===== src/decodePkg.sv =====
// ISA opcode map and instruction formats; queueDepth must stay a power of two
package decodePkg;

    // Data path and field widths
    localparam int wordWidth   = 16;
    localparam int regSelWidth = 3;
    localparam int opcodeWidth = 5;
    localparam int immWidth    = 5;
    localparam int aluOpWidth  = 2;

    // Instruction queue
    localparam int queueDepth    = 4;
    localparam int queuePtrWidth = $clog2(queueDepth);

    // I-format ALU operations with a 5-bit immediate
    localparam logic [opcodeWidth-1:0] opAddi  = 5'b01000;
    localparam logic [opcodeWidth-1:0] opSubi  = 5'b01001;
    localparam logic [opcodeWidth-1:0] opXori  = 5'b01010;
    localparam logic [opcodeWidth-1:0] opAndni = 5'b01011;

    // Memory access, address is rs plus the immediate
    localparam logic [opcodeWidth-1:0] opSt = 5'b10000;
    localparam logic [opcodeWidth-1:0] opLd = 5'b10001;

    // R-format ALU, the operation comes from funct
    localparam logic [opcodeWidth-1:0] opAlu = 5'b11011;

    localparam logic [opcodeWidth-1:0] opNop  = 5'b00001;
    localparam logic [opcodeWidth-1:0] opHalt = 5'b00000;

    // ALU operation select, also the R-format funct encoding
    localparam logic [aluOpWidth-1:0] aluAdd  = 2'b00;
    localparam logic [aluOpWidth-1:0] aluSub  = 2'b01;
    localparam logic [aluOpWidth-1:0] aluXor  = 2'b10;
    localparam logic [aluOpWidth-1:0] aluAndn = 2'b11;

    // Register-register layout
    typedef struct packed {
        logic [opcodeWidth-1:0] opcode;
        logic [regSelWidth-1:0] rs;
        logic [regSelWidth-1:0] rt;
        logic [regSelWidth-1:0] rd;
        logic [aluOpWidth-1:0]  funct;
    } rFormat;

    // Register-immediate layout
    typedef struct packed {
        logic [opcodeWidth-1:0] opcode;
        logic [regSelWidth-1:0] rs;
        logic [regSelWidth-1:0] rd;
        logic [immWidth-1:0]    imm5;
    } iFormat;

    // Same 16-bit word seen in either format
    typedef union packed {
        rFormat r;
        iFormat i;
    } instrWord;

endpackage

===== src/decodeTop.sv =====
// Fetch, queue and decode chained in order; halt is reported only and does not stop fetch
`timescale 1ns/100ps

module decodeTop (
    input  logic                              clk,
    input  logic                              rst,
    output logic                              wbCyc,
    output logic                              wbStb,
    output logic [decodePkg::wordWidth-1:0]   wbAdr,
    input  logic [decodePkg::wordWidth-1:0]   wbDatIn,
    input  logic                              wbAck,
    input  logic                              stall,
    input  logic                              wbEn,
    input  logic [decodePkg::regSelWidth-1:0] wbSel,
    input  logic [decodePkg::wordWidth-1:0]   wbData,
    output logic                              outValid,
    output logic [decodePkg::wordWidth-1:0]   rsData,
    output logic [decodePkg::wordWidth-1:0]   rtData,
    output logic [decodePkg::wordWidth-1:0]   imm,
    output logic [decodePkg::aluOpWidth-1:0]  aluOp,
    output logic                              immSrc,
    output logic [decodePkg::regSelWidth-1:0] rd,
    output logic                              regWrt,
    output logic                              memRead,
    output logic                              memWrt,
    output logic                              halt,
    output logic                              err
);

    logic                pushValid;
    decodePkg::instrWord pushData;
    logic                full;
    logic                notEmpty;
    decodePkg::instrWord headData;
    logic                pop;

    instrFetch i_instrFetch (
        .clk       (clk),
        .rst       (rst),
        .wbCyc     (wbCyc),
        .wbStb     (wbStb),
        .wbAdr     (wbAdr),
        .wbDatIn   (wbDatIn),
        .wbAck     (wbAck),
        .full      (full),
        .pushValid (pushValid),
        .pushData  (pushData)
    );

    instrQueue i_instrQueue (
        .clk       (clk),
        .rst       (rst),
        .pushValid (pushValid),
        .pushData  (pushData),
        .full      (full),
        .pop       (pop),
        .notEmpty  (notEmpty),
        .headData  (headData)
    );

    instrDecode i_instrDecode (
        .clk      (clk),
        .rst      (rst),
        .notEmpty (notEmpty),
        .headData (headData),
        .pop      (pop),
        .stall    (stall),
        .wbEn     (wbEn),
        .wbSel    (wbSel),
        .wbData   (wbData),
        .outValid (outValid),
        .rsData   (rsData),
        .rtData   (rtData),
        .imm      (imm),
        .aluOp    (aluOp),
        .immSrc   (immSrc),
        .rd       (rd),
        .regWrt   (regWrt),
        .memRead  (memRead),
        .memWrt   (memWrt),
        .halt     (halt),
        .err      (err)
    );

endmodule


===== src/instrDecode.sv =====
// Decodes one queued word per unstalled cycle; data fields are valid only with outValid
`timescale 1ns/100ps

module instrDecode (
    input  logic                              clk,
    input  logic                              rst,
    input  logic                              notEmpty,
    input  decodePkg::instrWord               headData,
    output logic                              pop,
    input  logic                              stall,
    input  logic                              wbEn,
    input  logic [decodePkg::regSelWidth-1:0] wbSel,
    input  logic [decodePkg::wordWidth-1:0]   wbData,
    output logic                              outValid,
    output logic [decodePkg::wordWidth-1:0]   rsData,
    output logic [decodePkg::wordWidth-1:0]   rtData,
    output logic [decodePkg::wordWidth-1:0]   imm,
    output logic [decodePkg::aluOpWidth-1:0]  aluOp,
    output logic                              immSrc,
    output logic [decodePkg::regSelWidth-1:0] rd,
    output logic                              regWrt,
    output logic                              memRead,
    output logic                              memWrt,
    output logic                              halt,
    output logic                              err
);

    logic [decodePkg::wordWidth-1:0]   rsRead;
    logic [decodePkg::wordWidth-1:0]   rtRead;
    logic [decodePkg::wordWidth-1:0]   sExtImm;
    logic [decodePkg::wordWidth-1:0]   zExtImm;
    logic [decodePkg::wordWidth-1:0]   nextImm;
    logic [decodePkg::aluOpWidth-1:0]  nextAluOp;
    logic [decodePkg::regSelWidth-1:0] nextRd;
    logic nextImmSrc;
    logic nextRegWrt;
    logic nextMemRead;
    logic nextMemWrt;
    logic nextHalt;
    logic nextErr;

    assign pop = notEmpty && !stall;

    // rs and rt always come from the R-format positions
    regFileBypass i_regFileBypass (
        .clk       (clk),
        .rst       (rst),
        .readSelA  (headData.r.rs),
        .readSelB  (headData.r.rt),
        .readDataA (rsRead),
        .readDataB (rtRead),
        .writeEn   (wbEn),
        .writeSel  (wbSel),
        .writeData (wbData)
    );

    assign sExtImm = {
        {(decodePkg::wordWidth - decodePkg::immWidth){headData.i.imm5[decodePkg::immWidth-1]}},
        headData.i.imm5
    };
    assign zExtImm = {{(decodePkg::wordWidth - decodePkg::immWidth){1'b0}}, headData.i.imm5};

    // Control decode, every field not listed for an opcode stays zero
    always_comb begin
        nextAluOp   = '0;
        nextImm     = '0;
        nextRd      = '0;
        nextImmSrc  = 1'b0;
        nextRegWrt  = 1'b0;
        nextMemRead = 1'b0;
        nextMemWrt  = 1'b0;
        nextHalt    = 1'b0;
        nextErr     = 1'b0;
        case (headData.i.opcode)
            decodePkg::opAddi, decodePkg::opSubi, decodePkg::opLd: begin
                nextAluOp  = (headData.i.opcode == decodePkg::opSubi) ?
                             decodePkg::aluSub : decodePkg::aluAdd;
                nextImm     = sExtImm;
                nextRd      = headData.i.rd;
                nextImmSrc  = 1'b1;
                nextRegWrt  = 1'b1;
                nextMemRead = (headData.i.opcode == decodePkg::opLd);
            end
            decodePkg::opXori, decodePkg::opAndni: begin
                nextAluOp  = (headData.i.opcode == decodePkg::opXori) ?
                             decodePkg::aluXor : decodePkg::aluAndn;
                nextImm    = zExtImm;
                nextRd     = headData.i.rd;
                nextImmSrc = 1'b1;
                nextRegWrt = 1'b1;
            end
            // Store has no destination
            decodePkg::opSt: begin
                nextAluOp  = decodePkg::aluAdd;
                nextImm    = sExtImm;
                nextImmSrc = 1'b1;
                nextMemWrt = 1'b1;
            end
            decodePkg::opAlu: begin
                nextAluOp  = headData.r.funct;
                nextRd     = headData.r.rd;
                nextRegWrt = 1'b1;
            end
            decodePkg::opNop: ;
            decodePkg::opHalt: nextHalt = 1'b1;
            default: nextErr = 1'b1;
        endcase
    end

    // Flags hold between pops
    always_ff @(posedge clk) begin
        if (rst) begin
            outValid <= 1'b0;
            regWrt   <= 1'b0;
            memRead  <= 1'b0;
            memWrt   <= 1'b0;
            halt     <= 1'b0;
            err      <= 1'b0;
        end else begin
            outValid <= pop;
            if (pop) begin
                regWrt  <= nextRegWrt;
                memRead <= nextMemRead;
                memWrt  <= nextMemWrt;
                halt    <= nextHalt;
                err     <= nextErr;
            end
        end
    end

    always_ff @(posedge clk) begin
        if (pop) begin
            rsData <= rsRead;
            rtData <= rtRead;
            imm    <= nextImm;
            aluOp  <= nextAluOp;
            immSrc <= nextImmSrc;
            rd     <= nextRd;
        end
    end

    // A stalled cycle never yields an instruction one clock later
    noOutAfterStall: assert property (
        @(posedge clk) disable iff (rst)
        stall |=> !outValid
    ) else $error("outValid high in the cycle after stall");

endmodule


===== src/regFileBypass.sv =====
// Eight registers including r0 which is writable; reads are combinational with write bypass
`timescale 1ns/100ps

module regFileBypass (
    input  logic                              clk,
    input  logic                              rst,
    input  logic [decodePkg::regSelWidth-1:0] readSelA,
    input  logic [decodePkg::regSelWidth-1:0] readSelB,
    output logic [decodePkg::wordWidth-1:0]   readDataA,
    output logic [decodePkg::wordWidth-1:0]   readDataB,
    input  logic                              writeEn,
    input  logic [decodePkg::regSelWidth-1:0] writeSel,
    input  logic [decodePkg::wordWidth-1:0]   writeData
);

    logic [decodePkg::wordWidth-1:0] regs [2**decodePkg::regSelWidth];

    logic hitA;
    logic hitB;

    always_ff @(posedge clk) begin
        if (rst) begin
            for (int k = 0; k < 2**decodePkg::regSelWidth; k++) begin
                regs[k] <= '0;
            end
        end else if (writeEn) begin
            regs[writeSel] <= writeData;
        end
    end

    // Same-cycle write wins over the stored value
    assign hitA = writeEn && (writeSel == readSelA);
    assign hitB = writeEn && (writeSel == readSelB);

    assign readDataA = hitA ? writeData : regs[readSelA];
    assign readDataB = hitB ? writeData : regs[readSelB];

endmodule


===== src/instrQueue.sv =====
// First-word fall-through FIFO; caller must not push when full or pop when empty
`timescale 1ns/100ps

module instrQueue (
    input  logic                clk,
    input  logic                rst,
    input  logic                pushValid,
    input  decodePkg::instrWord pushData,
    output logic                full,
    input  logic                pop,
    output logic                notEmpty,
    output decodePkg::instrWord headData
);

    logic [decodePkg::queuePtrWidth-1:0] wrPtr;
    logic [decodePkg::queuePtrWidth-1:0] rdPtr;
    // One bit wider than the pointers so full and empty differ
    logic [decodePkg::queuePtrWidth:0]   count;

    decodePkg::instrWord mem [decodePkg::queueDepth];

    // Storage
    always_ff @(posedge clk) begin
        if (pushValid) begin
            mem[wrPtr] <= pushData;
        end
    end

    // Pointers wrap naturally since the depth is a power of two
    always_ff @(posedge clk) begin
        if (rst) begin
            wrPtr <= '0;
            rdPtr <= '0;
            count <= '0;
        end else begin
            if (pushValid) begin
                wrPtr <= wrPtr + 1'b1;
            end
            if (pop) begin
                rdPtr <= rdPtr + 1'b1;
            end
            case ({pushValid, pop})
                2'b10:   count <= count + 1'b1;
                2'b01:   count <= count - 1'b1;
                default: count <= count;
            endcase
        end
    end

    // Top count bit is set only at exactly queueDepth entries
    assign full     = count[decodePkg::queuePtrWidth];
    assign notEmpty = |count;
    assign headData = mem[rdPtr];

    // Fetch reserves its slot before the bus cycle starts
    noPushWhenFull: assert property (
        @(posedge clk) disable iff (rst)
        pushValid |-> !full
    ) else $error("Push into a full instruction queue");

    // Decode only pops a valid head
    noPopWhenEmpty: assert property (
        @(posedge clk) disable iff (rst)
        pop |-> notEmpty
    ) else $error("Pop from an empty instruction queue");

endmodule


===== src/instrFetch.sv =====
// Read-only Wishbone classic master, one outstanding word, address wraps after 0xFFFF
`timescale 1ns/100ps

module instrFetch (
    input  logic                            clk,
    input  logic                            rst,
    output logic                            wbCyc,
    output logic                            wbStb,
    output logic [decodePkg::wordWidth-1:0] wbAdr,
    input  logic [decodePkg::wordWidth-1:0] wbDatIn,
    input  logic                            wbAck,
    input  logic                            full,
    output logic                            pushValid,
    output decodePkg::instrWord             pushData
);

    // Bus cycle in progress
    logic busy;
    // Word address of the next instruction
    logic [decodePkg::wordWidth-1:0] pc;

    // A request is only started with a free queue slot, and since fetch is the
    // sole writer of the queue that slot stays reserved until the ack
    always_ff @(posedge clk) begin
        if (rst) begin
            busy <= 1'b0;
            pc   <= '0;
        end else if (busy) begin
            if (wbAck) begin
                busy <= 1'b0;
                pc   <= pc + 1'b1;
            end
        end else if (!full) begin
            busy <= 1'b1;
        end
    end

    assign wbCyc = busy;
    assign wbStb = busy;
    assign wbAdr = pc;

    // Word goes into the queue in the ack cycle itself
    assign pushValid = busy & wbAck;
    assign pushData  = wbDatIn;

    // Request must not move while the slave inserts wait states
    adrHeldUntilAck: assert property (
        @(posedge clk) disable iff (rst)
        (wbStb && !wbAck) |=> (wbStb && $stable(wbAdr))
    ) else $error("wbStb or wbAdr changed before wbAck");

endmodule


===== config.mk =====
export PLATFORM = sky130hd
export DESIGN_NAME = decodeTop
export DESIGN_NICKNAME = d
export VERILOG_FILES = /design/src/decodePkg.sv /design/src/decodeTop.sv /design/src/instrDecode.sv /design/src/regFileBypass.sv /design/src/instrQueue.sv /design/src/instrFetch.sv
export SDC_FILE = /design/constraint.sdc
export NUM_CORES = 1
export LEC_CHECK = 0
export BUFFER_PORTS_ARGS = -buffer_cell sky130_fd_sc_hd__buf_4
export CAP_MARGIN = 20
export CORE_UTILIZATION = 40
export CTS_CLUSTER_SIZE = 28
export DETAILED_ROUTE_END_ITERATION = 8
export GPL_ROUTABILITY_DRIVEN = 0
export HOLD_SLACK_MARGIN = 0.05
export PLACE_DENSITY = 0.6
export SLEW_MARGIN = 20
export SYNTH_ARGS = -nofsm -noshare
export SYNTH_HDL_FRONTEND = slang
export SYNTH_SLANG_ARGS = --single-unit

===== constraint.sdc =====
create_clock -name clk -period 7.6 [get_ports clk]
set_clock_uncertainty 0.1 [all_clocks]
set_input_delay 0.76 -clock clk [delete_from_list [all_inputs] [get_ports clk]]
set_output_delay 0.76 -clock clk [all_outputs]
set_load 0.05 [all_outputs]

==> impl_metrics.py <==
metrics = {
    "clock_network": {
        "cts_hold_buf": 0,
        "clkLatencyLatePin_ps": 550,
        "clock_path_buffers": 3,
        "path_clk_slew_ps": 60,
        "cts_buffers": 31,
        "cts.repair.resized": 0,
        "clkSinkCount": 268,
        "htree_levels": 1,
        "cts_setup_buffers": 0,
        "cts-root-buf": "clkbuf_16",
        "cts_tree": "yes",
    },
    "sta": {
        "setup_tns_ps": 0,
        "final-max-slew-violation-count": 0,
        "tightestPinTransition_ps": 1120,
        "min_period_ps": 3367,
        "report.final.hold_viol_count": 0,
        "setup_viol": 0,
        "fmax_mhz": 297.0,
        "min_period_over_period_pct": 44.30,
        "rsz0062_at_grt": "no",
        "slew_headroom_pct": 25.35,
    },
    "floorplanning": {
        "die_h_um": 178.5,
        "dieArea_um2": 31850,
        "floorplan.core_area_um2": 30590,
        "ios": 118,
        "fp.dieW_um": 178.5,
        "initial_core_util_pct": 40.72,
        "row_count": 64,
    },
    "synthesis": {
        "yosysWarnings": 0,
        "synthAdderAreaFrac_pct": 0.7634,
        "synth_async_sr_flop_share_pct": 0,
        "syn_area_per_cell_um2": 13.07,
        "synth_top_family_by_area": "simple AND/OR/NAND/NOR gates",
        "yosysSeqAreaShare_pct": 62.03,
        "synth_flop_cell": "edfxtp_1",
        "synth-compound-area-share_pct": 5.826,
        "synthMuxAreaShare_pct": 13.18,
        "ys_ff_latch": 268,
        "synth_xor_area_share_pct": 1.617,
        "yosys.area_share.simple_pct": 13.21,
        "syn_nets": 1000,
        "ys_types": 44,
        "synth_edf_count": 236,
        "synth_area_um2": 12460,
        "synth_cells": 953,
    },
    "global_routing": {
        "grt_pass1_wl_um": 45640,
        "grt_use_total_pct": 19.22,
        "grt_max_degree": 50,
        "antenna_found_initial": 1,
        "grt_pass1_vias": 7736,
        "gr-total-overflow": 0,
    },
    "cells_and_area": {
        "nNetsFinal": 1096,
        "design_area_um2": 14530,
        "area_growth_pct": 16.63,
        "drive_above_1_share_pct": 19.46,
    },
    "worst_setup_path": {
        "max_stage_delay_ps": 820,
        "end_kind": "register",
        "cp.required_ps": 7780,
        "path_max_fanout": 44,
        "crit_chain": "mux4_4 > buf_4 > mux2i_1 > o22ai_1 > nor2_1 > a21oi_1",
        "cp_data_arrival_time_ps": 3540,
        "critical_path.slowest_cell": "dfxtp_1",
        "critPathLaunchType": "register",
        "worstSetupPathType": "register to register",
    },
    "place": {
        "port-buffer-count": 117,
        "dpl.hpwl_um": 17570,
        "place_area_um2": 13570,
    },
    "worst_hold_path": {
        "hold_path_class": "input pin to register",
    },
    "drt": {
        "drc_errors": 0,
        "final_antenna_net_count": 0,
        "wirelength_um": 30410,
        "wl_per_cell_um": 20.66,
        "drt_iter0_markers": 510,
        "dr_total_vias": 7722,
        "drt-pass1-iter-count": 5,
        "vias_per_cell": 5.246,
    },
    "power_and_ir_drop": {
        "cellLeakagePower_nw": 5.435,
        "p_per_area_nw_per_um2": 331.0,
        "ir_drop_mv": 0.1779,
    },
    "run_status": {
        "status": "finished clean",
    },
    "flow_run": {
        "maxCapViolCount": 0,
    },
}
## final timing paths
check                            start                  endpoint  slack, ps  cells past startpoint
setup / recovery              register  i_instrDecode.rtData[12]       4230                      6
hold / removal              wbDatIn[9]    i_instrQueue.mem[0][9]        310                      1
setup reg to reg              register  i_instrDecode.rtData[12]       4230                      6
hold reg to reg   i_instrDecode.memWrt      i_instrDecode.memWrt        360                      2
## area by class of cell
| type | count | area [µm²] |
|---|---|---|
| flip-flops and latches | 268 | 7729 |
| repair buffers | 130 | 975.9 |
| clock inverters | 16 | 103.9 |
| diodes | 2 | 5.005 |
| clock buffers | 42 | 847.1 |
| inverters | 13 | 48.80 |
| multi-input cells | 605 | 4324 |
| well taps | 396 | 495.5 |
| fillers | 2776 | 16060 |
## registers in the layout, indices dropped and copies added (netlist names), 2 cells and up, named ones only
name and flops:
i_instrQueue.rdPtr 2, i_instrQueue.count 3, i_instrDecode.imm 6, i_instrDecode.rsData 16, i_instrQueue.mem 64, i_instrFetch.wbAdr 16, i_instrDecode.rd 3, i_instrQueue.wrPtr 2
i_instrDecode.i_regFileBypass.regs 128, i_instrDecode.aluOp 2, i_instrDecode.rtData 16
## synth_stat cells (16+ instances only)
cell	count	share of area, %
dfxtp_1	32	5.1
mux2i_1	128	10
nor2_1	93	2.8
mux4_2	16	2.9
xnor2_1	17	1.2
o22ai_1	64	3.2
and2_1	134	6.7
a21oi_1	46	1.8
buf_4	19	1.1
edfxtp_1	236	57
clkbuf_1	31	0.93
nand2_1	22	0.66
## critical path, delay by kind of cell, from the launching register on
kind | cells | cell delay [ps]
AOI/OAI and AO/OA | 2 | 180
and+or+nand+nor | 1 | 170
buffers and inverters | 1 | 720
muxes | 2 | 1060
DFF | 1 | 820
## metrics by stage
stage,setup WS (ps),util (%),power (mW),cells,hold WS [ps]
after floorplan,3895,-,3.078,953,367.2
after global placement,3897,44.37,3.449,1412,348.1
after detailed placement,4228,44.37,3.460,1412,353.9
after CTS,4220,47.48,4.841,1470,276.6
after global routing,4017,47.49,5.008,1471,287.0
final,4233,47.50,4.810,1472,308.8
## cell usage in the layout, fill, tap and decap left out, types with 17 or more instances in the layout
cell / Yosys / layout
mux2i_1: 128 / 128
dfxtp_1: 32 / 31
nor2_1: 93 / 89
o22ai_1: 64 / 64
clkbuf_16: 0 / 31
xnor2_1: 17 / 17
a21oi_1: 46 / 46
and2_1: 134 / 134
edfxtp_1: 236 / 236
buf_4: 19 / 130
nand2_1: 22 / 22
## routing by layer
metal / track usage [%] / part of all wire, % / vias up
met5: 0 / 0 / -
met4: 6.003 / 2.4 / 0
met3: 3.325 / 4.8 / 53
met2: 32.35 / 48 / 200
met1: 25.17 / 45 / 3794
li1: - / - / 3675
## logic make-up (layout without fill, tap and decap cells)
| group | Yosys count | count (layout) |
|---|---|---|
| and+or+nand+nor | 307 | 307 |
| adders and majority gates | 7 | 7 |
| xor gates and xnor gates | 23 | 23 |
| buffers and inverters | 80 | 201 |
| AOI/OAI and AO/OA | 124 | 124 |
| other | 0 | 2 |
| muxes | 144 | 144 |
| DFF | 268 | 268 |
## power by group
group | switching (mW) | leakage [nW] | internal (mW)
logic | 0.993 | 2.50 | 0.528
registers | 0.0951 | 2.48 | 1.81
clock network | 0.571 | 0.462 | 0.809
total | 1.66 | 5.43 | 3.15
Power figures use the tool's default switching activity.
